==> config.mk <==
export PLATFORM = sky130hd
export DESIGN_NAME = bus_merge
export DESIGN_NICKNAME = d
export VERILOG_FILES = /design/src/hw/int_mem_pkg.sv /design/src/hw/bus_merge.sv
export SDC_FILE = /design/constraint.sdc
export NUM_CORES = 1
export LEC_CHECK = 0
export BUFFER_PORTS_ARGS = -buffer_cell sky130_fd_sc_hd__buf_2
export CAP_MARGIN = 20
export CELL_PAD_IN_SITES_DETAIL_PLACEMENT = 1
export CELL_PAD_IN_SITES_GLOBAL_PLACEMENT = 2
export CORE_MARGIN = 1.5
export CORE_UTILIZATION = 10
export CTS_CLUSTER_SIZE = 14
export DETAILED_ROUTE_END_ITERATION = 10
export HOLD_SLACK_MARGIN = 0.15
export PLACE_DENSITY = 0.85
export SLEW_MARGIN = 20
export SYNTH_ARGS = -nofsm -noshare
export SYNTH_HDL_FRONTEND = slang
export SYNTH_SLANG_ARGS = --single-unit
export TNS_END_PERCENT = 10
==> constraint.sdc <==
create_clock -name clk_i -period 1.3 [get_ports clk_i]
set_clock_uncertainty 0.2 [all_clocks]
set_input_delay 0.26 -clock clk_i [delete_from_list [all_inputs] [get_ports clk_i]]
set_output_delay 0.26 -clock clk_i [all_outputs]
set_load 0.005 [all_outputs]
==> src/test/boot.hex <==
// boot rom image, one 32-bit word per line in hex, word 0 first
00001137
10010113
00000093
00100193
00112023
00312223
00410113
fff18193
fe019ae3
000010b7
00200113
0020a023
13579bdf
2468ace0
a5a55a5a
0000006f

==> src/hw/int_mem_pkg.sv <==
package int_mem_pkg;

   // bus widths
   localparam int ADDR_W = 32;
   localparam int DATA_W = 32;
   localparam int STRB_W = DATA_W / 8;

   // memory map
   localparam int SRAM_ADDR_W = 12;
   localparam int BOOTROM_ADDR_W = 6;
   localparam int B_BIT = 12;
   localparam int SRAM_WORDS = 2 ** (SRAM_ADDR_W - 2);
   localparam int BOOTROM_WORDS = 2 ** (BOOTROM_ADDR_W - 2);

   // boot code sits in the last BOOTROM bytes of the sram
   localparam logic [ADDR_W-1:0] BOOT_OFFSET =
      ADDR_W'(2 ** SRAM_ADDR_W - 2 ** BOOTROM_ADDR_W);

   localparam BOOT_HEXFILE = "/design/src/test/boot.hex";

   // master to slave, write when any strobe is set
   typedef struct packed {
      logic              avalid;
      logic [ADDR_W-1:0] addr;
      logic [DATA_W-1:0] wdata;
      logic [STRB_W-1:0] wstrb;
   } iob_req_t;

   // slave to master
   typedef struct packed {
      logic [DATA_W-1:0] rdata;
      logic              rvalid;
      logic              ready;
   } iob_resp_t;

   // moves an address into the boot region, wrapping inside the sram
   function automatic logic [ADDR_W-1:0] rebase(input logic [ADDR_W-1:0] addr,
                                                input logic boot);
      logic [SRAM_ADDR_W-1:0] low;
      low = addr[SRAM_ADDR_W-1:0] + BOOT_OFFSET[SRAM_ADDR_W-1:0];
      if (boot) begin
         return {addr[ADDR_W-1:SRAM_ADDR_W], low};
      end
      return addr;
   endfunction

endpackage

==> src/hw/bus_merge.sv <==
`timescale 1ns/1ps

module bus_merge import int_mem_pkg::*; (
   input  logic      clk_i,
   input  logic      rst_i,

   // m0 wins whenever it is valid
   input  iob_req_t  m0_req_i,
   output iob_resp_t m0_resp_o,
   input  iob_req_t  m1_req_i,
   output iob_resp_t m1_resp_o,

   output iob_req_t  s_req_o,
   input  iob_resp_t s_resp_i
);

   logic gnt1;
   logic gnt1_q;
   logic accept;

   assign gnt1 = ~m0_req_i.avalid;
   assign accept = s_req_o.avalid & s_resp_i.ready;

   always_comb begin
      s_req_o = gnt1 ? m1_req_i : m0_req_i;
   end

   // owner of the response in the next cycle
   always_ff @(posedge clk_i) begin
      if (rst_i) begin
         gnt1_q <= 1'b0;
      end else if (accept) begin
         gnt1_q <= gnt1;
      end
   end

   // rdata is shared, rvalid goes only to the owner
   always_comb begin
      m0_resp_o.rdata = s_resp_i.rdata;
      m0_resp_o.rvalid = s_resp_i.rvalid & ~gnt1_q;
      m0_resp_o.ready = s_resp_i.ready;

      m1_resp_o.rdata = s_resp_i.rdata;
      m1_resp_o.rvalid = s_resp_i.rvalid & gnt1_q;
      // held off while m0 is using the slave
      m1_resp_o.ready = s_resp_i.ready & gnt1;
   end

endmodule

==> results.yml, run 1 <==
status:
  status: "finished, violations left"
  failed_checks: "setup timing"
finish:
  layout.cells.non_filler: 517
  drive_above_1_share_pct: 98.0
  top_regs: "gnt1_q (1)"
  fin_nets: 473
  area_growth_pct: 77.7
  fin_util_pct: 18.3
  regMostFlops: "gnt1_q"
  antenna_cells: 0
  largest_reg_flops: 1
  design_area_um2: 3040
place:
  gp_congestion: 0.679
  place_inst: 512
  dp_hpwl_um: 5630
  port_buffers: 214
  place_area_um2: 2470
  pre_cts_ws_ns: -0.337
global_routing:
  gr-usage-met1_pct: 6.77
  met3_usage_pct: 1.60
  busiest_layer: "met2"
  grt_pass1_wl_um: 9520
  antenna_found_initial: 1
  grt_max_degree: 19
  track_usage_pct: 6.82
  grt_util_met2_pct: 14.5
  grt_overflow: 0
  grt_pass1_vias: 1783
routing:
  drc: 0
  drtAntennaViolNets: 0
  first_pass_iters: 4
  wl_per_cell_um: 13.7
  num_vias: 1660
  drtIter0Drc: 14
  wirelength_um: 7090
  vias_per_cell: 3.21
sta:
  setup_violations: 70
  final.setup.worst_slack_ns: -0.214
  rsz0062_at_grt: "yes"
  fin_crit_sh_pct: 116
  slew_headroom_pct: 87.3
  max_slew.worst_pin.slew_ns: 0.189
  drv_slew: 0
  post-route-min-period_ns: 1.51
  clock.fmax_mhz: 660
  finalHoldViolCount: 0
floorplanning:
  chipHeight_um: 134
  die_area_um2: 17900
  core_um2: 16600
  die_w_um: 134
  num_rows: 47
  initial_utilization_pct: 10.3
  io_pins: 311
critical_path:
  arrival_ns: 1.05
  r2r_start: "gnt1_q"
  cp_max_fo: 9
  cp-start-kind: "input port"
  worstPathRequired_ns: 0.84
  worstSetupStartpoint: "m0_req_i[68]"
  crit_type: "in -> out"
  cp-end-kind: "primary output"
clocking:
  clkSlewWorstSetupHoldPaths_ns: 0
  hold_buffers: 0
  clk-insertion-delay-late_ns: 0
logic_synthesis:
  yosysTopAreaCell: "mux2_4"
  netlist_area_um2: 1710
  postSynthCellCount: 148
  synth-seq-cells: 1
  ys_seq_area_share_pct: 1.17
  yosysWarnings: 0
  synth.area.top_cells: "mux2_4 59%, buf_4 29%, buf_12 7.0%"
  ys_types: 12
  syn_nets: 322
  synth_area_per_cell_um2: 11.5
  post-synth-top-area-fraction_pct: 58.9
pwr:
  p_total_w: 0.00111
  ir_drop_mv: 0.171
  powerDensity_nw_per_um2: 365
  p_leak_nw: 1.66
hold_path:
  hold_path.class: "in -> reg"
  hold_start: "rst_i"
run:
  cap_violations: 0
-- routing by layer --
metal | up-vias | wire length, um | part of all wire, %
met5 | - | 13 | 0.18
met4 | 2 | 59 | 0.83
met3 | 18 | 722 | 10
met2 | 148 | 3950 | 56
met1 | 749 | 2340 | 33
li1 | 743 | - | -
-- stage by stage --
| step | hold slack [ns] | TNS (ns) |
|---|---|---|
| 6_report | 0.231 | -12.63 |
| 5_1_grt | 0.243 | -14.57 |
| 3_3_place_gp | 0.234 | -18.81 |
| 4_1_cts | 0.234 | -13.80 |
| 2_1_floorplan | 0.138 | 0 |
| 3_5_place_dp | 0.233 | -19.59 |
-- area by class of cell --
class | count | area (um2)
Tap cell | 220 | 275
Sequential cell | 1 | 20.0
Fill cell | 1968 | 13600
Timing Repair Buffer | 222 | 1680
Multi-Input combinational cell | 74 | 1060
-- timing repair --
item / 4_1_cts / 5_1_grt
hold endpoints to repair: 0 / 0
pin swaps: 0 / 1
setup endpoints to repair: 69 / 70
setup buffers: 1 / 0
cloned: 3 / 1
gates resized for setup: 63 / 14
-- placed cells by master, fill, tap and decap left out --
cell,n
mux2_4,68
or2_4,1
dfxtp_1,1
clkbuf_16,1
a211oi_1,1
a21oi_1,1
buf_2,148
buf_6,66
and2_1,1
buf_16,6
buf_4,1
nor2b_1,2
-- worst max-delay path: stages --
cell and delay (ns):
buf_16 0.15, clkbuf_16 0.20, mux2_4 0.31, buf_6 0.12
-- where the power goes --
group	internal [W]	leakage, nW	switching (W)
Clock	0	0	0
Sequential	0.0000331	0.00822	0.00000119
Combinational	0.000744	1.65	0.000331
Total	0.000777	1.66	0.000332
-- final timing paths --
check	endpoint	slack [ns]	cells past startpoint
max reg2reg	gnt1_q	0.46	2
min	gnt1_q	0.23	2
max	s_req_o[2]	-0.21	4
min reg2reg	gnt1_q	0.32	2
-- synthesized netlist by cell type (all sizes together) --
cell type	count
a21oi	1
buf	73
nor2b	2
a211oi	1
dfxtp	1
or2	1
and2	1
mux2	68
-- cells by family after synthesis --
group / after synthesis / share of synthesized area [%]
compound gates: 2 / 0.732
simple gates: 4 / 1.46
buf+inv: 73 / 37.1
flops: 1 / 1.17
mux: 68 / 59.5
(Power assumes the default switching activity.)
==> run 2: changes to the inputs <==
--- a/config.mk
+++ b/config.mk
@@ -5,6 +5,7 @@
 export SDC_FILE = /design/constraint.sdc
 export NUM_CORES = 1
 export LEC_CHECK = 0
+export ABC_AREA = 1
 export BUFFER_PORTS_ARGS = -buffer_cell sky130_fd_sc_hd__buf_2
 export CAP_MARGIN = 20
 export CELL_PAD_IN_SITES_DETAIL_PLACEMENT = 1
@@ -14,7 +15,7 @@
 export CTS_CLUSTER_SIZE = 14
 export DETAILED_ROUTE_END_ITERATION = 10
 export HOLD_SLACK_MARGIN = 0.15
-export PLACE_DENSITY = 0.85
+export PLACE_DENSITY = 0.95
 export SLEW_MARGIN = 20
 export SYNTH_ARGS = -nofsm -noshare
 export SYNTH_HDL_FRONTEND = slang
==> run 2 against run 1 <==
  * The flow still finishes with violations (setup timing)
  * Power is 26% lower
  * Via count is 33% higher
  * Hold slack better by 0.067 ns
  * Global-route usage is 1.1 points higher
  * Flip-flop and latch count stayed put
  * Wire length is 2.5% higher
  * Worst setup slack better by 0.16 ns
  * Design area is 18% lower
  * Register-to-register slack better by 0.05 ns
  * Synthesized area is 17% lower
==> results.yml, run 2 <==
global_routing:
  grt_pass1_wl_um: 9670
  grt_max_degree: 40
  antenna_found_initial: 0
  grt_pass1_vias: 1977
  track_usage_pct: 7.93
  grt_overflow: 0
sta:
  finalHoldViolCount: 0
  fin_crit_sh_pct: 104
  clock.fmax_mhz: 737
  max_slew.worst_pin.slew_ns: 0.118
  hold_ws_ns: 0.297
  rsz0062_at_grt: "yes"
  setup_violations: 62
  final.setup.worst_slack_ns: -0.0561
  slew_headroom_pct: 92.1
  drv_slew: 0
  post-route-min-period_ns: 1.36
status:
  status: "finished, violations left"
  failed_checks: "setup timing"
logic_synthesis:
  yosysTopAreaCell: "nand2_1"
  synth.area.top_cells: "nand2_1 55%, buf_4 35%, buf_2 3.5%"
  post-synth-top-area-fraction_pct: 54.7
  postSynthCellCount: 298
  synth-edff-count: 0
  netlist_area_um2: 1420
  syn_nets: 472
  synthArstFlopShare_pct: 0
  synth-seq-cells: 1
  yosysMostFrequentCell: "nand2_1"
  ys_seq_area_share_pct: 1.41
  synthFlopType: "dfxtp_1"
  yosysWarnings: 0
  ys_types: 11
  synth_area_per_cell_um2: 4.77
  synth_top_cells_by_count: "207 x nand2_1, 66 x buf_4, 10 x buf_2, 4 x inv_1"
place:
  place_area_um2: 2250
  port_buffers: 214
  dp_hpwl_um: 5490
  gp_congestion: 0.785
finish:
  mostFrequentLayoutCell: "buf_2"
  antenna_cells: 0
  design_area_um2: 2490
  final_cell_mix: "212 x buf_2, 192 x nand2_1, 15 x nand2_2"
  multi_input_area_um2: 840
  regMostFlops: "gnt1_q"
  fin_util_pct: 17.9
  fin_nets: 622
  seq_area_um2: 20.0
  top_regs: "gnt1_q (1)"
  nFillCells: 1858
  area_growth_pct: 75.1
  largest_reg_flops: 1
  drive_above_1_share_pct: 54.9
routing:
  wl_per_cell_um: 11.6
  wirelength_um: 7270
  num_vias: 2216
  drc: 0
  vias_per_cell: 3.54
  first_pass_iters: 4
  drtIter0Drc: 39
  drtAntennaViolNets: 0
pwr:
  p_total_w: 0.000817
  p_leak_nw: 1.66
  ir_drop_mv: 0.0844
  powerDensity_nw_per_um2: 328
floorplanning:
  num_rows: 43
  die_area_um2: 14900
  io_pins: 311
  initial_utilization_pct: 10.2
  chipHeight_um: 122
  core_um2: 13900
  die_w_um: 122
critical_path:
  cp-end-kind: "primary output"
  reg2reg_slack_ns: 0.51
  cp-start-kind: "input port"
  worstPathRequired_ns: 0.84
  path_cells: "buf_12 -> buf_12 -> buf_8 -> nand2_1 -> nand2_1 -> buf_2"
  cp_max_fo: 7
  arrival_ns: 0.90
  critPathSlowestCell: "buf_12"
  cp_slowest_stage_delay_ns: 0.14
  crit_type: "in -> out"
clocking:
  clk-insertion-delay-late_ns: 0
  clkSlewWorstSetupHoldPaths_ns: 0
hold_path:
  hold_path.class: "in -> reg"
run:
  cap_violations: 0
==> run 2: cell families after synthesis <==
family	count (synthesis)	synth area share, %
and+or+nand+nor	211	55.9
buffers and inverters	85	42.3
DFF	1	1.41
AOI/OAI and AO/OA	1	0.352
==> run 2: path summary, 6_finish.rpt <==
check | startpoint | to | cells past startpoint
max | m0_req_i[68] | s_req_o[15] | 6
min | rst_i | gnt1_q | 4
max reg2reg | gnt1_q | gnt1_q | 2
min reg2reg | gnt1_q | gnt1_q | 2
==> run 2: area by class of cell <==
| type | count | share of cell area (%) |
|---|---|---|
| flip-flops and latches | 1 | 0.804 |
| multi-input cells | 212 | 33.7 |
| inverters | 5 | 1.41 |
| well taps | 180 | 9.05 |
| repair buffers | 228 | 55.0 |
==> run 2: per-stage QoR <==
stage	TNS, ns	std cells	setup slack (ns)
floorplan	0	298	0.0298
finish	-1.54	626	-0.0561
global placement	-6.86	621	-0.129
detailed placement	-7.67	621	-0.139
CTS	-2.70	625	-0.0860
global route	-4.64	626	-0.0981
==> run 2: critical path, delay by kind of cell <==
family,cells,cell delay (ns)
buffers and inverters,4,0.53
AND/OR/NAND/NOR,2,0.09
==> run 2: where the power goes <==
part	internal, W	total, W	switching, W
clock	0	0	0
sequential	0.0000331	0.0000345	0.00000137
combinational	0.000431	0.000783	0.000351
==> run 2: timing repair <==
action | CTS | global route
setup buffers | 1 | 0
cloned | 3 | 2
pin swaps | 2 | 0
setup endpoints to repair | 70 | 70
gates resized for setup | 25 | 12
hold buffers | 0 | 0
==> run 2: per-layer routing <==
| metal | wire, um | track usage, % | up-vias |
|---|---|---|---|
| met5 | 0 | 0 | - |
| met4 | 214 | 2.76 | 0 |
| met3 | 693 | 1.44 | 24 |
| met2 | 3630 | 14.8 | 124 |
| met1 | 2730 | 8.94 | 961 |
| li1 | - | - | 1107 |
