File: src/test/boot.hex
// boot rom image, one 32-bit word per line in hex, word 0 first
00001137
10010113
00000093
00100193
00112023
00312223
00410113
fff18193
fe019ae3
000010b7
00200113
0020a023
13579bdf
2468ace0
a5a55a5a
0000006f

File: src/hw/int_mem_pkg.sv
package int_mem_pkg;

   // bus widths
   localparam int ADDR_W = 32;
   localparam int DATA_W = 32;
   localparam int STRB_W = DATA_W / 8;

   // memory map
   localparam int SRAM_ADDR_W = 12;
   localparam int BOOTROM_ADDR_W = 6;
   localparam int B_BIT = 12;
   localparam int SRAM_WORDS = 2 ** (SRAM_ADDR_W - 2);
   localparam int BOOTROM_WORDS = 2 ** (BOOTROM_ADDR_W - 2);

   // boot code sits in the last BOOTROM bytes of the sram
   localparam logic [ADDR_W-1:0] BOOT_OFFSET =
      ADDR_W'(2 ** SRAM_ADDR_W - 2 ** BOOTROM_ADDR_W);

   localparam BOOT_HEXFILE = "/design/src/test/boot.hex";

   // master to slave, write when any strobe is set
   typedef struct packed {
      logic              avalid;
      logic [ADDR_W-1:0] addr;
      logic [DATA_W-1:0] wdata;
      logic [STRB_W-1:0] wstrb;
   } iob_req_t;

   // slave to master
   typedef struct packed {
      logic [DATA_W-1:0] rdata;
      logic              rvalid;
      logic              ready;
   } iob_resp_t;

   // moves an address into the boot region, wrapping inside the sram
   function automatic logic [ADDR_W-1:0] rebase(input logic [ADDR_W-1:0] addr,
                                                input logic boot);
      logic [SRAM_ADDR_W-1:0] low;
      low = addr[SRAM_ADDR_W-1:0] + BOOT_OFFSET[SRAM_ADDR_W-1:0];
      if (boot) begin
         return {addr[ADDR_W-1:SRAM_ADDR_W], low};
      end
      return addr;
   endfunction

endpackage

File: src/hw/bus_split.sv
`timescale 1ns/1ps

module bus_split import int_mem_pkg::*; (
   input  logic      clk_i,
   input  logic      rst_i,

   input  iob_req_t  m_req_i,
   output iob_resp_t m_resp_o,

   output iob_req_t  s0_req_o,
   input  iob_resp_t s0_resp_i,
   output iob_req_t  s1_req_o,
   input  iob_resp_t s1_resp_i
);

   logic sel;
   logic sel_q;
   logic m_ready;

   assign sel = m_req_i.addr[B_BIT];
   assign m_ready = sel ? s1_resp_i.ready : s0_resp_i.ready;

   // both slaves see the payload, only one sees avalid
   always_comb begin
      s0_req_o = m_req_i;
      s1_req_o = m_req_i;
      s0_req_o.avalid = m_req_i.avalid & ~sel;
      s1_req_o.avalid = m_req_i.avalid & sel;
   end

   // remember who took the request for the response cycle
   always_ff @(posedge clk_i) begin
      if (rst_i) begin
         sel_q <= 1'b0;
      end else if (m_req_i.avalid && m_ready) begin
         sel_q <= sel;
      end
   end

   always_comb begin
      m_resp_o.ready = m_ready;
      m_resp_o.rdata = sel_q ? s1_resp_i.rdata : s0_resp_i.rdata;
      m_resp_o.rvalid = sel_q ? s1_resp_i.rvalid : s0_resp_i.rvalid;
   end

endmodule

File: config.mk
export PLATFORM = sky130hd
export DESIGN_NAME = bus_split
export DESIGN_NICKNAME = d
export VERILOG_FILES = /design/src/hw/int_mem_pkg.sv /design/src/hw/bus_split.sv
export SDC_FILE = /design/constraint.sdc
export NUM_CORES = 1
export LEC_CHECK = 0
export BUFFER_PORTS_ARGS = -buffer_cell sky130_fd_sc_hd__buf_2
export CORE_AREA = 5 5 116 118
export CTS_CLUSTER_SIZE = 28
export DETAILED_ROUTE_END_ITERATION = 12
export DIE_AREA = 0 0 121 123
export PLACE_DENSITY = 0.5
export SYNTH_ARGS = -nofsm -noshare
export SYNTH_HDL_FRONTEND = slang
export SYNTH_SLANG_ARGS = --single-unit
File: constraint.sdc
create_clock -name clk_i -period 2 [get_ports clk_i]
set_clock_uncertainty 0.1 [all_clocks]
set_input_delay 0.3 -clock clk_i [delete_from_list [all_inputs] [get_ports clk_i]]
set_output_delay 0.3 -clock clk_i [all_outputs]
set_load 0.005 [all_outputs]
==> impl_metrics.tcl, run 1 <==
set metrics [dict create \
    finalInstanceArea_sq_um 1230 \
    yosysUniqueCellTypes 11 \
    r2r_slack_ps 940 \
    place_ws_ps 536.9 \
    final_cell_mix "buf_2, mux2_2" \
    via_per_inst 2.777 \
    startpoint "sel_q" \
    max_freq_mhz 688.1 \
    chipHeight_um 123 \
    dp_hpwl_um 3616 \
    dieArea_sq_um 14880 \
    initial_core_util 0.1235 \
    layout_commonest_cell "buf_2" \
    crit_arrival_ps 1050 \
    syn-cell-area_sq_um 1526 \
    drcViolationCount 0 \
    top_regs "sel_q x1" \
    ys_seq_area_frac 0.01311 \
    n_antenna_cell 0 \
    largest_reg_flops 1 \
    vias 897 \
    overflow 0 \
    die_w_um 121 \
    gp_congestion 0.7483 \
    finalHoldViolCount 0 \
    synthCells 182 \
    area_growth_pct -19.43 \
    yosys_warnings 0 \
    multi_input_area_sq_um 429.2 \
    synth_nets 321 \
    ant_nets 0 \
    timing.rr.start "sel_q" \
    drtPass1Iterations 2 \
    fin_setup_tns_ps 0 \
    ioPinCount 311 \
    cts.repair.resized 0 \
    drive_gt1_frac 0.9669 \
    path_cells "buf_12 > mux2_2 > buf_2" \
    reg2regPathDepth 3 \
    grt.total_usage 0.04403 \
    grt_pass1_wl_um 5285 \
    min_path_type "input pin to flip-flop" \
    regMostFlops "sel_q" \
    tightest_slew_ps 212.6 \
    antenna_found_initial 0 \
    synth_top_area_share 0.6738 \
    postCtsSetupBuffers 0 \
    crit_cells 3 \
    ys_top_cells_by_area "buf_4, mux2_2, buf_6, dfxtp_1, buf_8" \
    peakVddDrop_mv 0.04792 \
    setup_viol 0 \
    crit_type "flip-flop to output port" \
    cpPeakStageDelay_ps 370 \
    crit_end "m_resp_o[27]" \
    place_area_sq_um 1230 \
    finalCriticalPeriod_ps 1453 \
    rows 41 \
    drtIter0Drc 13 \
    start_kind "flip-flop" \
    end_kind "output port" \
    p_leak_nw 0.5865 \
    grt_start_max_net_pins 36 \
    core_sq_um 12360 \
    required_ps 1600 \
    path_buf_inv 2 \
    synth_seq_cells 1 \
    grt_setup_unrepaired "false" \
    insertion_delay_ps 0 \
    clkSlewWorstSetupHoldPaths_ps 0 \
    r2r_end "sel_q" \
    fillCellCount 1421 \
    synth_area_per_cell_sq_um 8.387 \
    wl_per_cell_um 12.35 \
    cp_top_family "multiplexers" \
    yosys.area.top_type "buf_4" \
    drv_cap 0 \
    slew_violations 0 \
    status "finished clean" \
    grt_pass1_vias 977 \
    slowest_stage "mux2_2" \
    worst_slack_ps 546.6 \
    nNetsFinal 292 \
    worst-path-max-fanout 35 \
    max-slew-margin-rel 0.8571 \
    totalWireLength_um 3989 \
    portBuffers 109 \
    min_period_over_period 0.7267 \
    hold_buffers 0 \
    p_per_area_nw_per_um2 185.5 \
    seqCellArea_sq_um 20.02 \
]
-- where the power goes --
part | switching [W] | total (W) | internal [W]
clock network | 0 | 0 | 0
registers | 0.000000565 | 0.0000217 | 0.0000211
logic | 0.0000770 | 0.000206 | 0.000129
total | 0.0000775 | 0.000228 | 0.000151
-- area by class of cell --
class                      count  area share
timing repair buffer         110      0.4598
tap                          172      0.1750
sequential                     1     0.01628
multi-input combinational     40      0.3489
-- layer usage --
metal  wire length [um]  GRT usage  share of wire
met4                169    0.02195          0.042
met1               1181    0.04040           0.30
met2               1808    0.07711           0.45
met3                830    0.02653           0.21
met5                  0          0              0
-- synthesized netlist by cell type, drive strengths merged --
cell,number
nor4,1
and3b,1
nor2b,1
mux2,34
dfxtp,1
and2,1
buf,141
nor2,1
a21oi,1
-- worst min-delay path by stage --
stage,start,end,cells past startpoint
3_3_place_gp,rst_i,sel_q,2
5_1_grt,rst_i,sel_q,2
6_report,rst_i,sel_q,2
3_5_place_dp,rst_i,sel_q,2
4_1_cts,rst_i,sel_q,2
2_1_floorplan,rst_i,sel_q,1
-- metrics by stage --
step	cells	power [W]	hold WS [ps]	util
floorplan	182	0.0003250	271.0	-
global placement	323	0.0002279	379.5	0.09948
detailed placement	323	0.0002317	380.5	0.09948
CTS	323	0.0002327	380.5	0.09948
global route	323	0.0002474	385.0	0.09948
finish	323	0.0002282	376.6	0.09948
-- kinds of logic after synthesis --
family          share of synthesized area
flops                             0.01312
compound gates                   0.005739
buf+inv                            0.7057
simple gates                      0.02459
mux                                0.2508
Power figures use the tool's default switching activity.
==> run 2, diff against run 1 <==
--- a/config.mk
+++ b/config.mk
@@ -5,12 +5,13 @@
 export SDC_FILE = /design/constraint.sdc
 export NUM_CORES = 1
 export LEC_CHECK = 0
+export ABC_AREA = 1
 export BUFFER_PORTS_ARGS = -buffer_cell sky130_fd_sc_hd__buf_2
-export CORE_AREA = 5 5 116 118
+export CORE_AREA = 5 5 117 119
 export CTS_CLUSTER_SIZE = 28
 export DETAILED_ROUTE_END_ITERATION = 12
-export DIE_AREA = 0 0 121 123
-export PLACE_DENSITY = 0.5
+export DIE_AREA = 0 0 122 124
+export PLACE_DENSITY = 0.52
 export SYNTH_ARGS = -nofsm -noshare
 export SYNTH_HDL_FRONTEND = slang
 export SYNTH_SLANG_ARGS = --single-unit
==> constraint.sdc (replaced) <==
create_clock -name clk_i -period 1.27 [get_ports clk_i]
set_clock_uncertainty 0.1 [all_clocks]
set_input_delay 0.1905 -clock clk_i [delete_from_list [all_inputs] [get_ports clk_i]]
set_output_delay 0.1905 -clock clk_i [all_outputs]
set_load 0.005 [all_outputs]
==> run 2 against run 1 <==
The flow now finishes with violations (negative setup slack). Worst setup slack got worse by 610 ps. Die area increased by 1.6%. Synthesized area increased by 8.0%. Critical path depth unchanged. Power increased by 140%. Global-route usage increased by 0.88 points. Sequential share of layout area decreased by 0.12 points. Core utilization increased by 2.7 points. Sequential cell count unchanged. Combinational power increased by 150%. Largest power group unchanged.
==> impl_metrics.tcl, run 2 <==
set metrics [dict create \
    status "finished, violations left" \
    violations "negative setup slack" \
    postLayoutCoreUtil 0.1262 \
    drcViolationCount 0 \
    dieArea_sq_um 15130 \
    clkSlewWorstSetupHoldPaths_ps 0 \
    totalWireLength_um 4800 \
    min_path_type "input pin to flip-flop" \
    die_w_um 122 \
    slew_violations 0 \
    synth_top_area_share 0.6241 \
    ant_nets 0 \
    place_area_sq_um 1330 \
    synth_edf_count 0 \
    synthCells 187 \
    portBuffers 109 \
    largest_reg_flops 1 \
    setup_viol 32 \
    layout_commonest_cell "buf_2" \
    max-slew-margin-rel 0.9069 \
    area_growth_pct -4.556 \
    worst_slack_ps -58.80 \
    crit_type "flip-flop to output port" \
    p_leak_nw 0.7911 \
    top_regs "sel_q x1" \
    synth_seq_cells 1 \
    yosys.area.top_type "buf_4" \
    place_ws_ps -104.3 \
    start_kind "flip-flop" \
    p_per_area_nw_per_um2 349.8 \
    insertion_delay_ps 0 \
    whs_ps 244.8 \
    antenna_found_initial 0 \
    wl_per_cell_um 14.55 \
    finalHoldViolCount 0 \
    drtIter0Drc 13 \
    initial_core_util 0.1322 \
    nNetsFinal 299 \
    grt_pass1_wl_um 6003 \
    fillCellCount 1426 \
    overflow 0 \
    synth_nets 326 \
    core_sq_um 12470 \
    rows 41 \
    yosysUniqueCellTypes 11 \
    regMostFlops "sel_q" \
    synth_area_per_cell_sq_um 8.812 \
    yosys_warnings 0 \
    min_period_over_period 1.046 \
    via_per_inst 2.888 \
    synthArstFlopShare 0 \
    ys_top_cells_by_count "buf_4, mux2_4, nand2_1" \
    syn-cell-area_sq_um 1648 \
    finalCriticalPeriod_ps 1329 \
    chipHeight_um 124 \
    crit_arrival_ps 1040 \
    drive_gt1_frac 0.9241 \
    grt_pass1_vias 1012 \
    tightest_slew_ps 139.6 \
    vias 953 \
    yosys_most_used_dff "dfxtp_1" \
    yosysMostFrequentCell "buf_4" \
    worst-path-max-fanout 9 \
    final_cell_mix "buf_2, mux2_4, buf_6" \
    peakVddDrop_mv 0.06201 \
    dp_hpwl_um 4054 \
    grt_setup_unrepaired "true" \
    required_ps 980 \
    max_freq_mhz 752.6 \
    hold_buffers 0 \
    n_antenna_cell 0 \
    gp_congestion 0.6714 \
    grt.total_usage 0.05278 \
    end_kind "output port" \
    ys_seq_area_frac 0.01215 \
    grt_start_max_net_pins 18 \
    power_w 0.0005502 \
    ioPinCount 311 \
    ys_top_cells_by_area "buf_4, mux2_4, buf_12, mux2_2, nand2_1" \
    drv_cap 0 \
    finalInstanceArea_sq_um 1573 \
    drtPass1Iterations 4 \
]
-- run 2: worst max-delay path, stage by stage, from the launching register on --
cell and delay, ps:
dfxtp_4 400, buf_12 160, mux2_2 330, buf_2 130
-- run 2: routing by layer --
layer / part of all wire / track usage / vias to the layer above / routed length [um]
li1: - / - / 398 / -
met1: 0.28 / 0.04313 / 393 / 1331
met2: 0.47 / 0.09945 / 120 / 2241
met3: 0.20 / 0.02679 / 42 / 938
met4: 0.060 / 0.03361 / 0 / 289
met5: 0 / 0 / - / 0
-- run 2: cell type report --
type,count,area (sq um),area share
Multi-Input combinational cell,42,520.5,0.3309
Timing Repair Buffer,112,802.0,0.5099
Sequential cell,1,23.77,0.01512
Tap cell,172,215.2,0.1368
Inverter,3,11.26,0.007160
-- run 2: per-stage QoR --
stage | setup TNS [ps] | std cells
floorplan | 0 | 187
CTS | -1875 | 330
global placement | -1412 | 328
detailed placement | -1777 | 328
global route | -2236 | 330
finish | -1187 | 330
-- run 2: timing repair --
action | 4_1_cts | 5_1_grt
gates cloned | 2 | 0
hold endpoints to repair | 0 | 0
setup buffers | 0 | 0
gates resized for setup | 31 | 2
setup endpoints to repair | 33 | 33
-- run 2: cells by family (layout without fill, tap and decap cells) --
| group | Yosys count | after routing | synth area share |
|---|---|---|---|
| and+or+nand+nor | 8 | 8 | 0.01898 |
| DFF | 1 | 1 | 0.01215 |
| muxes | 33 | 33 | 0.2916 |
| buffers and inverters | 144 | 115 | 0.6743 |
| AOI/OAI and AO/OA | 1 | 1 | 0.003034 |
-- run 2: power breakdown --
| group | switching (W) | internal (W) | leakage (nW) |
|---|---|---|---|
| clock | 0 | 0 | 0 |
| sequential | 0.00000578 | 0.0000328 | 0.00890 |
| combinational | 0.000163 | 0.000349 | 0.782 |
| total | 0.000169 | 0.000381 | 0.791 |
-- run 2: worst paths after layout --
kind         start      endpoint  slack [ps]  cells after the start
max          sel_q  m_resp_o[31]         -60                      3
min          rst_i         sel_q         240                      2
max reg2reg  sel_q         sel_q         300                      3
min reg2reg  sel_q         sel_q         620                      3
==> run 3, diff against run 2 <==
--- a/config.mk
+++ b/config.mk
@@ -12,6 +12,7 @@
 export DETAILED_ROUTE_END_ITERATION = 12
 export DIE_AREA = 0 0 122 124
 export PLACE_DENSITY = 0.52
+export SETUP_SLACK_MARGIN = 0.5
 export SYNTH_ARGS = -nofsm -noshare
 export SYNTH_HDL_FRONTEND = slang
 export SYNTH_SLANG_ARGS = --single-unit
==> run 3 against run 2 <==
The flow still finishes with violations (negative setup slack). Combinational power up 7.4%. Global-route usage is 0.31 points higher. Sequential power about the same. Final area increased by 6.0%. Power is 6.9% higher. Critical path depth is the same. Largest power group unchanged. Highest routed layer unchanged.
==> impl_metrics.tcl, run 3 (synthesized netlist as in run 2, its figures left out) <==
set metrics [dict create \
    hp-start "rst_i" \
    timing.rr.start "sel_q" \
    p_per_area_nw_per_um2 352.9 \
    worst-path-max-fanout 17 \
    worst_slack_ps -62.10 \
    grt_start_max_net_pins 18 \
    required_ps 980 \
    drcViolationCount 0 \
    portBuffers 109 \
    nNetsFinal 299 \
    rows 41 \
    grt_setup_unrepaired "true" \
    area_growth_pct 1.139 \
    r2r_end "sel_q" \
    chipHeight_um 124 \
    insertion_delay_ps 0 \
    min_period_over_period 1.049 \
    peakVddDrop_mv 0.07407 \
    core_sq_um 12470 \
    grt.total_usage 0.05584 \
    startpoint "sel_q" \
    regMostFlops "sel_q" \
    grt_pass1_vias 1032 \
    die_w_um 122 \
    power.internal_w 0.0004081 \
    top_regs "sel_q x1" \
    wl_per_cell_um 14.92 \
    via_per_inst 2.815 \
    power_w 0.0005882 \
    finalInstanceArea_sq_um 1667 \
    place_area_sq_um 1330 \
    largest_reg_flops 1 \
    clkSlewWorstSetupHoldPaths_ps 0 \
    dp_hpwl_um 4030 \
    max-slew-margin-rel 0.9017 \
    status "finished, violations left" \
    dieArea_sq_um 15130 \
    ioPinCount 311 \
    swShare 0.3062 \
    start_kind "flip-flop" \
    drive_gt1_frac 0.9620 \
    max_freq_mhz 750.7 \
    finalCriticalPeriod_ps 1332 \
    crit_arrival_ps 1040 \
    layout_commonest_cell "buf_2" \
    slew_violations 0 \
    p_seq_frac 0.066 \
    power_switching_w 0.0001801 \
    final_cell_mix "buf_2, mux2_4, buf_6" \
    ant_nets 0 \
    holdPathStages 2 \
    overflow 0 \
    reg2regPathDepth 3 \
    setup_viol 33 \
    combPwrFrac 0.934 \
    n_antenna_cell 0 \
    end_kind "output port" \
    initial_core_util 0.1322 \
    p_leak_nw 0.8265 \
    postCtsSetupBuffers 0 \
    antenna_found_initial 0 \
    drtIter0Drc 10 \
    holdPathEnd "sel_q" \
    grt_pass1_wl_um 6375 \
    totalWireLength_um 4924 \
    drv_cap 0 \
    gp_congestion 0.6859 \
    finalHoldViolCount 0 \
    violations "negative setup slack" \
    tightest_slew_ps 148.2 \
    crit_type "flip-flop to output port" \
    vias 929 \
    min_path_type "input pin to flip-flop" \
    pwr-share-clk 0 \
    drtPass1Iterations 4 \
    r2r_slack_ps 320 \
]
## run 3: critical path: stages, from the launching register on
cell and delay (ps):
dfxtp_4 400, buf_16 190, mux2_4 320, buf_6 120
## run 3: repair_timing
action,4_1_cts,5_1_grt
resized for setup,41,18
endpoints found under the setup margin,37,37
pin swaps,2,2
gates cloned,2,0
hold buffers,0,0
## run 3: worst max path at each step
stage	slack [ps]	endpoint
CTS	-90	m_resp_o[2]
global placement	-80	m_resp_o[33]
detailed placement	-110	m_resp_o[31]
global route	-90	m_resp_o[25]
finish	-60	m_resp_o[26]
floorplan	100	m_resp_o[10]
## run 3: final cells by class
class,instances,area (sq um)
Fill cell,1430,10800
Timing Repair Buffer,112,852.1
Multi-Input combinational cell,42,549.3
Tap cell,172,215.2
Inverter,3,26.28
Sequential cell,1,23.77
## run 3: power by group through the flow
stage / Combinational [W] / Sequential [W] / Clock, W
2_1_floorplan: 0.000548 / 0.0000345 / 0
3_3_place_gp: 0.000399 / 0.0000352 / 0
3_5_place_dp: 0.000403 / 0.0000353 / 0
4_1_cts: 0.000523 / 0.0000396 / 0
5_1_grt: 0.000588 / 0.0000395 / 0
6_report: 0.000550 / 0.0000387 / 0
## run 3: per-layer routing
metal,up-vias,global-route usage,part of all wire
met1,390,0.05871,0.33
met5,-,0,0
li1,396,-,-
met2,106,0.09565,0.47
met4,0,0.03221,0.049
met3,37,0.02134,0.15
## run 3: through the flow
| stage | utilization | worst slack [ps] | hold WS, ps | setup TNS (ps) | cells |
|---|---|---|---|---|---|
| finish | 0.1337 | -62.10 | 246.7 | -1195 | 330 |
| global route | 0.1337 | -94.07 | 256.8 | -2272 | 330 |
| CTS | 0.1275 | -91.90 | 247.2 | -1949 | 330 |
| detailed placement | 0.1067 | -107.3 | 248.3 | -1749 | 328 |
| global placement | 0.1067 | -76.99 | 245.9 | -1543 | 328 |
| floorplan | - | 104.3 | 152.2 | 0 | 187 |
