**config.mk**
```make
export PLATFORM = sky130hd
export DESIGN_NAME = boot_ctr
export DESIGN_NICKNAME = d
export VERILOG_FILES = /design/src/hw/int_mem_pkg.sv /design/src/hw/boot_ctr.sv
export SDC_FILE = /design/constraint.sdc
export NUM_CORES = 1
export LEC_CHECK = 0
export ABC_AREA = 1
export BUFFER_PORTS_ARGS = -buffer_cell sky130_fd_sc_hd__buf_4
export CORE_AREA = 3 3 81 83
export DETAILED_ROUTE_END_ITERATION = 10
export DIE_AREA = 0 0 84 86
export GPL_ROUTABILITY_DRIVEN = 0
export SLEW_MARGIN = 20
export SYNTH_ARGS = -nofsm -noshare
export SYNTH_HDL_FRONTEND = slang
export SYNTH_SLANG_ARGS = --single-unit
```
**constraint.sdc**
```tcl
create_clock -name clk_i -period 1.1 [get_ports clk_i]
set_input_delay 0 -clock clk_i [delete_from_list [all_inputs] [get_ports clk_i]]
set_output_delay 0 -clock clk_i [all_outputs]
set_load 0.005 [all_outputs]
```
**src/test/boot.hex**
```
// boot rom image, one 32-bit word per line in hex, word 0 first
00001137
10010113
00000093
00100193
00112023
00312223
00410113
fff18193
fe019ae3
000010b7
00200113
0020a023
13579bdf
2468ace0
a5a55a5a
0000006f

```
**src/hw/int_mem_pkg.sv**
```systemverilog
package int_mem_pkg;

   // bus widths
   localparam int ADDR_W = 32;
   localparam int DATA_W = 32;
   localparam int STRB_W = DATA_W / 8;

   // memory map
   localparam int SRAM_ADDR_W = 12;
   localparam int BOOTROM_ADDR_W = 6;
   localparam int B_BIT = 12;
   localparam int SRAM_WORDS = 2 ** (SRAM_ADDR_W - 2);
   localparam int BOOTROM_WORDS = 2 ** (BOOTROM_ADDR_W - 2);

   // boot code sits in the last BOOTROM bytes of the sram
   localparam logic [ADDR_W-1:0] BOOT_OFFSET =
      ADDR_W'(2 ** SRAM_ADDR_W - 2 ** BOOTROM_ADDR_W);

   localparam BOOT_HEXFILE = "/design/src/test/boot.hex";

   // master to slave, write when any strobe is set
   typedef struct packed {
      logic              avalid;
      logic [ADDR_W-1:0] addr;
      logic [DATA_W-1:0] wdata;
      logic [STRB_W-1:0] wstrb;
   } iob_req_t;

   // slave to master
   typedef struct packed {
      logic [DATA_W-1:0] rdata;
      logic              rvalid;
      logic              ready;
   } iob_resp_t;

   // moves an address into the boot region, wrapping inside the sram
   function automatic logic [ADDR_W-1:0] rebase(input logic [ADDR_W-1:0] addr,
                                                input logic boot);
      logic [SRAM_ADDR_W-1:0] low;
      low = addr[SRAM_ADDR_W-1:0] + BOOT_OFFSET[SRAM_ADDR_W-1:0];
      if (boot) begin
         return {addr[ADDR_W-1:SRAM_ADDR_W], low};
      end
      return addr;
   endfunction

endpackage

```
**src/hw/boot_ctr.sv**
```systemverilog
`timescale 1ns/1ps

module boot_ctr import int_mem_pkg::*; (
   input  logic      clk_i,
   input  logic      rst_i,

   // single-address control register
   input  iob_req_t  cpu_req_i,
   output iob_resp_t cpu_resp_o,

   // write master into the sram
   output iob_req_t  sram_req_o,
   input  iob_resp_t sram_resp_i,

   output logic      boot_o,
   output logic      cpu_reset_o
);

   localparam int CNT_W = BOOTROM_ADDR_W - 2;

   logic [DATA_W-1:0] rom [BOOTROM_WORDS];

   // copy sequencer
   logic [CNT_W-1:0]  cnt_q;
   logic              copy_q;
   logic              done_q;
   logic              wr_ack;
   logic              last_wr;

   // control register
   logic              reg_rd;
   logic              reg_wr;
   logic              boot_q;
   logic              cpu_reset_q;
   logic              rvalid_q;
   logic [DATA_W-1:0] rdata_q;

   initial begin
      $readmemh(BOOT_HEXFILE, rom);
   end

   assign wr_ack = copy_q & sram_resp_i.ready;
   assign last_wr = wr_ack & (cnt_q == CNT_W'(BOOTROM_WORDS - 1));

   // one word per accepted write, starting the cycle after reset
   always_ff @(posedge clk_i) begin
      if (rst_i) begin
         copy_q <= 1'b0;
         done_q <= 1'b0;
         cnt_q <= '0;
      end else if (!copy_q && !done_q) begin
         copy_q <= 1'b1;
      end else if (wr_ack) begin
         cnt_q <= cnt_q + 1'b1;
         if (last_wr) begin
            copy_q <= 1'b0;
            done_q <= 1'b1;
         end
      end
   end

   // word k lands at BOOT_OFFSET + 4k
   always_comb begin
      sram_req_o.avalid = copy_q;
      sram_req_o.addr = BOOT_OFFSET + {{(ADDR_W-CNT_W-2){1'b0}}, cnt_q, 2'b00};
      sram_req_o.wdata = rom[cnt_q];
      sram_req_o.wstrb = '1;
   end

   assign reg_rd = cpu_req_i.avalid & ~|cpu_req_i.wstrb;
   assign reg_wr = cpu_req_i.avalid & |cpu_req_i.wstrb;

   // bit 0 is the boot flag, bit 1 requests a cpu reset pulse
   always_ff @(posedge clk_i) begin
      if (rst_i) begin
         boot_q <= 1'b1;
         cpu_reset_q <= 1'b1;
         rvalid_q <= 1'b0;
      end else begin
         rvalid_q <= reg_rd;
         if (reg_wr) begin
            boot_q <= cpu_req_i.wdata[0];
         end
         if (reg_wr && cpu_req_i.wdata[1]) begin
            cpu_reset_q <= 1'b1;
         end else if (last_wr || done_q) begin
            // released once the last word is in
            cpu_reset_q <= 1'b0;
         end
      end
   end

   always_ff @(posedge clk_i) begin
      if (reg_rd) begin
         rdata_q <= {{(DATA_W-1){1'b0}}, boot_q};
      end
   end

   always_comb begin
      cpu_resp_o.rdata = rdata_q;
      cpu_resp_o.rvalid = rvalid_q;
      cpu_resp_o.ready = 1'b1;
   end

   assign boot_o = boot_q;
   assign cpu_reset_o = cpu_reset_q;

endmodule

```
==> results of run 1 <==
-- power breakdown --
part | switching (mW) | internal (mW)
clock | 0.135 | 0.314
sequential | 0.0103 | 0.382
combinational | 0.118 | 0.0481
-- through the flow --
step | utilization, % | area [um2] | cells | hold WS [ns] | setup slack, ns
after floorplan | - | 1530 | 248 | 0.0624 | 0.117
after global routing | 18.3 | 1090 | 248 | 0.0328 | 0.0215
after CTS | 18.3 | 1080 | 248 | 0.0165 | 0.0602
after detailed placement | 17.2 | 1020 | 243 | 0.180 | 0.0741
final | 18.3 | 1090 | 248 | 0.0181 | 0.108
after global placement | 17.2 | 1020 | 243 | 0.182 | 0.0762
-- synthesized netlist by cell type --
| master | count | area share (%) |
|---|---|---|
| a21oi_1 | 1 | 0.43 |
| a21oi_2 | 2 | 1.5 |
| buf_4 | 98 | 63 |
| conb_1 | 2 | 0.64 |
| dfxtp_1 | 9 | 15 |
| edfxtp_1 | 1 | 2.6 |
| ha_1 | 1 | 1.1 |
| inv_1 | 8 | 2.6 |
| nand2_1 | 10 | 3.2 |
| nand2_2 | 2 | 1.1 |
| nand3_1 | 4 | 1.7 |
| nand3_2 | 2 | 1.7 |
| nor2_1 | 10 | 3.2 |
| nor2_4 | 1 | 0.96 |
| nor3_1 | 1 | 0.43 |
| o21ai_0 | 2 | 0.85 |
-- per-layer routing --
metal,GRT usage (%),part of all wire [%]
met1,3.50,29
met2,6.15,46
met3,3.17,25
met4,0.877,0
met5,0,0
-- logic make-up after synthesis --
| family | count (synthesis) | synth area share [%] |
|---|---|---|
| AOI/OAI and AO/OA | 5 | 2.77 |
| buffers and inverters | 106 | 65.3 |
| DFF | 10 | 17.9 |
| other | 2 | 0.641 |
| adders and majority gates | 1 | 1.07 |
| and+or+nand+nor | 30 | 12.3 |
-- state kept, by name, summed over array words and instances, names as in the netlist --
signal / flops
cnt_q: 4
boot_o: 1
copy_q: 1
cpu_reset_o: 1
done_q: 1
rdata_q: 1
rvalid_q: 1
-- worst min path at each step --
stage,endpoint,depth (start not counted),slack (ns)
after global placement,done_q$_SDFFE_PP0P_,2,0.18
final,boot_o$_SDFFE_PP1P_,3,0.02
after global routing,cpu_reset_o$_SDFFE_PP1P_,3,0.03
after CTS,boot_o$_SDFFE_PP1P_,3,0.02
after detailed placement,done_q$_SDFFE_PP0P_,2,0.18
after floorplan,done_q$_SDFFE_PP0P_,1,0.06
-- layout make-up --
class / instances / area (um2)
Fill cell: 690 / 4830
Multi-Input combinational cell: 132 / 549
Sequential cell: 10 / 213
Timing Repair Buffer: 19 / 145
Tap cell: 75 / 93.8
Clock buffer: 4 / 55.1
Inverter: 8 / 30.0
-- worst reg2reg max path, delay by kind of cell, from the launching register on --
kind | cells | cell delay [ns]
flip-flops | 1 | 0.35
adder cells (fa/ha/maj) | 1 | 0.14
buffers and inverters | 1 | 0.05
AND/OR/NAND/NOR | 4 | 0.34
-- what timing repair did --
action	4_1_cts	5_1_grt
hold buffers	1	0
resized for setup	0	2
setup buffers	0	0
setup endpoints to repair	0	1
endpoints found under the hold margin	2	0
==> flow_summary_export.csv, run 1 <==
group,metric,value,unit
run_status,status,"completed",
sta,hold_viol,0,
pwr,p_leak,0.624,nW
setup_path,endpoint,"cpu_reset_o$_SDFFE_PP1P_",
finish,drive_gt1_share,17.9,%
clock_tree,cts_sinks,10,
route,wl_per_cell,6.49,um
setup_path,cpMostUsedCell,"nand3_2",
place,io_buffer_count,18,
setup_path,cp.arrival,1.11,ns
floorplanning,core.rowCount,28,
global_route,antenna_found_initial,0,
finish,mostFrequentLayoutCells,"96 x conb_1, 18 x buf_4, 10 x nor2_1, 10 x nand2_1, 8 x inv_1",
floorplanning,die_y,86,um
finish,final_common_cell,"conb_1",
route,dr.first_iter.drc_count,16,
global_route,grt_max_degree,8,
clock_tree,cts_buffers,3,
setup_path,critPathLaunchType,"flip-flop",
setup_path,crit_chain,"ha_1 -> inv_1 -> nor2_4 -> nand2_2 -> nand3_2 -> nand3_2",
clock_tree,clk_pin_slew_worst_paths,0.05,ns
setup_path,worstReg2RegStart,"cnt_q[0]$_SDFFE_PP0P_",
route,avgViaCountPerCell,2.57,
setup_path,path_buf_inv,1,
route,wirelength,1610,um
sta,slew_viol_final,0,
setup_path,path_delay_family,"flip-flops",
sta,fin_skew,0.00127,ns
sta,setup_violations,0,
pwr,ir_drop,0.000480,V
route,dr.pass1.iters,2,
route,vias,638,
setup_path,cp.depth,6,
setup_path,worstSetupStartpoint,"cnt_q[0]$_SDFFE_PP0P_",
sta,setup_tns,0,ns
synth,syn_area_per_cell,7.61,um2
floorplanning,die_w,84,um
sta,timing.final.crit_share,90.2,%
clock_tree,clockBufferDepth,2,
place,dp_hpwl,1450,um
hold_path,min_path_type,"input port to flip-flop",
global_route,grt_usage,3.71,%
setup_path,critPathKind,"flip-flop to flip-flop",
sta,max_freq,1010,MHz
global_route,first_global_vias,434,
pwr,power.total,1.01,mW
finish,antenna_cells,0,
setup_path,reg2regPathDepth,6,
floorplanning,coreArea,5920,um2
setup_path,worstReg2RegEnd,"cpu_reset_o$_SDFFE_PP1P_",
synth,synth.distinct_cells,16,
clock_tree,cts_tree,"yes",
sta,fin_crit,0.992,ns
setup_path,ff2ff_setup_slack,0.11,ns
sta,rsz0062_at_grt,"false",
synth,synth-seq-area-share,17.9,%
setup_path,worstPathRequired,1.21,ns
synth,synth_area,1170,um2
route,drc,0,
setup_path,slowest_stage,"dfxtp_2",
flow_run,max_cap_viol_count,0,
pwr,power_density,927,nW/um2
setup_path,end_kind,"flip-flop",
global_route,grt_pass1_wl,2100,um
hold_path,worstHoldStart,"cpu_req_i[4]",
floorplanning,die_area,7220,um2
clock_tree,htreeDepth,1,
setup_path,critPathMaxStageDelay,0.35,ns
clock_tree,worstSkewPairLatency,0.23,ns
floorplanning,start_util,19.8,%
synth,ys_warn_count,0,
route,final_antenna_net_count,0,
synth,ys_ff_latch,10,
global_route,grt_overflow,0,
floorplanning,ios,210,
setup_path,cp_max_fo,4,
finish,syn_to_final_growth,-7.36,%
synth,syn_inst,154,
clock_tree,clockRootBuffer,"clkbuf_8",
finish,fin_nets,280,
Note: power is estimated with default switching activity, not from simulation.
==> run 2, diff against run 1 <==
--- a/config.mk
+++ b/config.mk
@@ -7,9 +7,9 @@
 export LEC_CHECK = 0
 export ABC_AREA = 1
 export BUFFER_PORTS_ARGS = -buffer_cell sky130_fd_sc_hd__buf_4
-export CORE_AREA = 3 3 81 83
+export CORE_AREA = 3 3 80 82
 export DETAILED_ROUTE_END_ITERATION = 10
-export DIE_AREA = 0 0 84 86
+export DIE_AREA = 0 0 83 85
 export GPL_ROUTABILITY_DRIVEN = 0
 export SLEW_MARGIN = 20
 export SYNTH_ARGS = -nofsm -noshare
==> constraint.sdc (replaced) <==
create_clock -name clk_i -period 1.2 [get_ports clk_i]
set_input_delay 0 -clock clk_i [delete_from_list [all_inputs] [get_ports clk_i]]
set_output_delay 0 -clock clk_i [all_outputs]
set_load 0.005 [all_outputs]
==> run 2 against run 1 <==
  * Cell count did not move
  * Sequential share of layout area fell by 0.19 points
  * Register-to-register slack improved by 0.02 ns
  * Worst setup slack improved by 0.024 ns
  * Power fell by 7.8%
  * Largest cell class unchanged
  * First-iteration DRC count did not move
  * Die area fell by 2.3%
==> flow_summary_export.csv, run 2 (synthesis results as in run 1) <==
group,metric,value,unit
finish,n_fill_cell,680,
sta,holdWs,0.0219,ns
setup_path,worstPathRequired,1.31,ns
pwr,ir_drop,0.000462,V
route,drc,0,
route,vias,640,
pwr,intPower,0.681,mW
flow_run,max_cap_viol_count,0,
sta,fin_crit,1.07,ns
setup_path,end_kind,"flip-flop",
place,place_area,1020,um2
floorplanning,core.rowCount,28,
pwr,swShare,26.7,%
place,post-place-cells,243,
global_route,antenna_found_initial,0,
finish,multi_input_area,549,um2
clock_tree,clk_pin_slew_worst_paths,0.05,ns
floorplanning,die_area,7060,um2
finish,mostFrequentLayoutCells,"96 x conb_1, 18 x buf_4, 10 x nor2_1, 10 x nand2_1, 9 x dfxtp_1",
clock_tree,cts_buffers,3,
run_status,status,"completed",
sta,fin_skew,0.00296,ns
finish,largest-register,"cnt_q",
sta,hold_viol,0,
sta,setup_tns,0,ns
place,place_worst_setup_slack,0.148,ns
clock_tree,worstSkewPairLatency,0.23,ns
route,dr.first_iter.drc_count,16,
floorplanning,coreArea,5820,um2
place,dp_hpwl,1330,um
pwr,p_clk_share,45.2,%
setup_path,critPathKind,"flip-flop to flip-flop",
pwr,seqPwrFrac,38.7,%
floorplanning,start_util,20.2,%
hold_path,min_path_type,"input port to flip-flop",
global_route,grt_usage,3.69,%
setup_path,critPathLaunchType,"flip-flop",
finish,seqCellArea,210,um2
finish,final_common_cell,"conb_1",
place,io_buffer_count,18,
clock_tree,htreeDepth,1,
clock_tree,cts_sinks,10,
finish,drive_gt1_share,16.8,%
pwr,p_sw,0.248,mW
floorplanning,die_y,85,um
finish,final_cells,248,
global_route,grt_overflow,0,
route,wl_per_cell,6.21,um
route,wirelength,1540,um
global_route,grt_pass1_wl,2070,um
floorplanning,ios,210,
clock_tree,clockRootBuffer,"clkbuf_8",
sta,setup_violations,0,
finish,antenna_cells,0,
setup_path,cp.arrival,1.18,ns
sta,rsz0062_at_grt,"false",
setup_path,cp_max_fo,4,
clock_tree,cts_resized,0,
route,avgViaCountPerCell,2.58,
route,final_antenna_net_count,0,
finish,final_area,1080,um2
finish,largest_reg_flops,4,
finish,fin_util,18.6,%
global_route,first_global_vias,451,
clock_tree,clockBufferDepth,2,
finish,fin_nets,280,
clock_tree,cts_tree,"yes",
route,dr.pass1.iters,2,
sta,timing.final.crit_share,88.9,%
clock_tree,postCtsHoldBufs,1,
global_route,grt_max_degree,8,
sta,slew_viol_final,0,
finish,syn_to_final_growth,-7.58,%
floorplanning,die_w,83,um
sta,worst_slack,0.133,ns
pwr,power.total,0.928,mW
pwr,combPwrFrac,16.2,%
pwr,p_leak,0.623,nW
sta,max_freq,937,MHz
clock_tree,cts_setup_buffers,0,
pwr,power_density,857,nW/um2
==> run 2: critical path: stages, from the launching register on <==
cell and delay [ns]:
dfxtp_1 0.39, ha_1 0.17, inv_1 0.06, nor2_4 0.14, nand2_2 0.08, nand3_2 0.06
nand3_2 0.05
==> run 2: path summary, 6_finish.rpt <==
path | from | endpoint | slack (ns) | depth (start not counted)
worst max register to register | cnt_q[1]$_SDFFE_PP0P_ | cpu_reset_o$_SDFFE_PP1P_ | 0.13 | 6
worst min register to register | boot_o$_SDFFE_PP1P_ | rdata_q[0]$_DFFE_PP_ | 0.47 | 0
worst min-delay path | cpu_req_i[4] | boot_o$_SDFFE_PP1P_ | 0.02 | 3
worst max-delay path | cnt_q[1]$_SDFFE_PP0P_ | cpu_reset_o$_SDFFE_PP1P_ | 0.13 | 6
==> run 2: area by class of cell <==
class                      count  area share, %
timing repair buffer          19           13.4
inverter                       8           2.77
clock buffer                   4           5.08
multi-input combinational    132           50.7
sequential                    10           19.4
tap                           75           8.66
==> run 2: power groups by stage <==
| stage | combinational, mW | sequential [mW] | clock, mW |
|---|---|---|---|
| after detailed placement | 0.139 | 0.366 | 0 |
| final | 0.150 | 0.359 | 0.419 |
| after CTS | 0.142 | 0.359 | 0.433 |
| after global routing | 0.176 | 0.360 | 0.464 |
| after floorplan | 0.324 | 0.364 | 0 |
| after global placement | 0.140 | 0.365 | 0 |
==> run 2: metal layers <==
layer  wire length (um)  share of wire, %  GRT usage [%]
met1                493                32           4.21
met5                  0                 0              0
met4                  0                 0          0.446
met2                638                41           5.10
met3                407                26           3.59
==> run 3, diff against run 2 <==
--- a/config.mk
+++ b/config.mk
@@ -11,6 +11,7 @@
 export DETAILED_ROUTE_END_ITERATION = 10
 export DIE_AREA = 0 0 83 85
 export GPL_ROUTABILITY_DRIVEN = 0
+export PLACE_DENSITY = 0.72
 export SLEW_MARGIN = 20
 export SYNTH_ARGS = -nofsm -noshare
 export SYNTH_HDL_FRONTEND = slang
==> run 3 against run 2 <==
  * Largest cell class unchanged
  * Largest power group unchanged
  * Power up 0.28%
  * Clock power about the same
  * Cell count unchanged
  * Critical path type unchanged
  * Highest routed layer unchanged
  * Sequential cell count unchanged
  * Core utilization unchanged
  * Critical endpoint unchanged
  * Sequential share of layout area unchanged
==> flow_summary_export.csv, run 3 (synthesis results as in run 1) <==
group,metric,value,unit
run_status,status,"completed",
global_route,use_met1,3.80,%
finish,multi_input_area,549,um2
route,dr.pass1.iters,3,
pwr,power_density,859,nW/um2
sta,rsz0062_at_grt,"false",
place,dp_hpwl,1420,um
sta,setup_tns,0,ns
floorplanning,die_w,83,um
sta,hold_viol,0,
floorplanning,coreArea,5820,um2
clock_tree,clockBufferDepth,2,
clock_tree,cts_tree,"yes",
sta,fin_crit,1.07,ns
pwr,p_clk_share,45.1,%
finish,largest_reg_flops,4,
route,final_antenna_net_count,0,
setup_path,slowest_stage,"dfxtp_1",
clock_tree,cts_sinks,10,
clock_tree,cts_buffers,3,
floorplanning,core.rowCount,28,
sta,max_freq,937,MHz
place,io_buffer_count,18,
clock_tree,cts_setup_buffers,0,
clock_tree,clk_pin_slew_worst_paths,0.05,ns
route,avgViaCountPerCell,2.61,
finish,final_common_cell,"conb_1",
setup_path,endpoint,"cpu_reset_o$_SDFFE_PP1P_",
finish,fin_nets,280,
global_route,gr-usage-met3,3.69,%
clock_tree,htreeDepth,1,
route,wirelength,1600,um
sta,setup_violations,0,
finish,seqCellArea,210,um2
setup_path,reg2regPathDepth,6,
global_route,first_global_vias,479,
place,post-place-cells,243,
finish,fin_util,18.6,%
setup_path,cp.arrival,1.18,ns
floorplanning,start_util,20.2,%
flow_run,max_cap_viol_count,0,
floorplanning,die_y,85,um
pwr,ir_drop,0.000271,V
finish,mostFrequentLayoutCells,"96 x conb_1, 18 x buf_4, 10 x nor2_1, 10 x nand2_1, 9 x dfxtp_1",
setup_path,ff2ff_setup_slack,0.13,ns
setup_path,path_delay_family,"flip-flops",
setup_path,critPathKind,"flip-flop to flip-flop",
global_route,grt_max_degree,8,
pwr,power.total,0.931,mW
setup_path,worstSetupStartpoint,"cnt_q[1]$_SDFFE_PP0P_",
setup_path,crit_chain,"ha_1 -> inv_1 -> nor2_4 -> nand2_2 -> nand3_2 -> nand3_2",
global_route,grt_pass1_wl,2240,um
setup_path,critPathLaunchType,"flip-flop",
sta,slew_viol_final,0,
setup_path,worstReg2RegStart,"cnt_q[1]$_SDFFE_PP0P_",
setup_path,worstReg2RegEnd,"cpu_reset_o$_SDFFE_PP1P_",
global_route,antenna_found_initial,0,
place,place_worst_setup_slack,0.150,ns
setup_path,end_kind,"flip-flop",
pwr,seqPwrFrac,38.7,%
global_route,grt_usage,4.00,%
setup_path,cp_max_fo,4,
global_route,met2_usage,6.20,%
finish,syn_to_final_growth,-7.58,%
pwr,swShare,26.9,%
setup_path,cpMostUsedCell,"nand3_2",
sta,worst_slack,0.133,ns
floorplanning,ios,210,
finish,drive_gt1_share,16.8,%
finish,n_fill_cell,680,
pwr,intPower,0.681,mW
sta,fin_skew,0.00120,ns
route,vias,648,
global_route,busiest_layer,"met2",
sta,timing.final.crit_share,88.9,%
route,dr.first_iter.drc_count,25,
setup_path,critPathMaxStageDelay,0.40,ns
finish,antenna_cells,0,
setup_path,cp.depth,6,
clock_tree,worstSkewPairLatency,0.23,ns
global_route,grt_overflow,0,
pwr,combPwrFrac,16.2,%
setup_path,worstPathRequired,1.32,ns
setup_path,path_buf_inv,1,
route,drc,0,
finish,largest-register,"cnt_q",
pwr,p_sw,0.250,mW
floorplanning,die_area,7060,um2
route,wl_per_cell,6.45,um
pwr,p_leak,0.623,nW
hold_path,min_path_type,"input port to flip-flop",
clock_tree,clockRootBuffer,"clkbuf_8",
finish,final_cells,248,
==> run 3: cell counts in the layout (fill, tap and decap cells not counted) <==
No cell type changed its count.
==> run 3: worst min-delay path by stage <==
stage	start	end	slack, ns	cells after the start
2_1_floorplan	rst_i	done_q$_SDFFE_PP0P_	0.06	1
3_3_place_gp	rst_i	done_q$_SDFFE_PP0P_	0.18	2
3_5_place_dp	rst_i	done_q$_SDFFE_PP0P_	0.18	2
4_1_cts	cpu_req_i[4]	boot_o$_SDFFE_PP1P_	0.01	3
5_1_grt	cpu_req_i[4]	boot_o$_SDFFE_PP1P_	0.03	3
6_report	cpu_req_i[4]	boot_o$_SDFFE_PP1P_	0.01	3
==> run 3: power by group through the flow <==
| stage | registers (mW) | logic [mW] | clock network [mW] |
|---|---|---|---|
| 2_1_floorplan | 0.364 | 0.324 | 0 |
| 3_3_place_gp | 0.365 | 0.139 | 0 |
| 3_5_place_dp | 0.366 | 0.141 | 0 |
| 4_1_cts | 0.360 | 0.144 | 0.435 |
| 5_1_grt | 0.361 | 0.176 | 0.453 |
| 6_report | 0.360 | 0.151 | 0.420 |
==> run 3: tightest hold or removal path, cell delays in order <==
cell and delay, ns:
buf_4 0.08, nand3_1 0.06, nand3_1 0.07
==> run 3: final cells by class <==
cell class / instances / share of cell area (%)
tap: 75 / 8.66
timing repair buffer: 19 / 13.4
multi-input combinational: 132 / 50.7
inverter: 8 / 2.77
clock buffer: 4 / 5.08
sequential: 10 / 19.4
==> run 3: stage by stage <==
stage	instance area, um2	hold WS, ns
3_3_place_gp	1020	0.179
4_1_cts	1080	0.0101
5_1_grt	1080	0.0298
2_1_floorplan	1530	0.0624
3_5_place_dp	1020	0.182
6_report	1080	0.0124
==> run 3: repair_timing <==
action                                 4_1_cts  5_1_grt
gates resized for setup                      0        0
hold buffers                                 1        0
setup endpoints to repair                    0        0
endpoints found under the hold margin        2        0
==> run 3: layer usage <==
layer / vias up / part of all wire [%] / wire [um]
met5: - / 0 / 0
met4: 0 / 0 / 0
met3: 0 / 25 / 406
met2: 74 / 44 / 704
met1: 265 / 31 / 488
li1: 309 / - / -
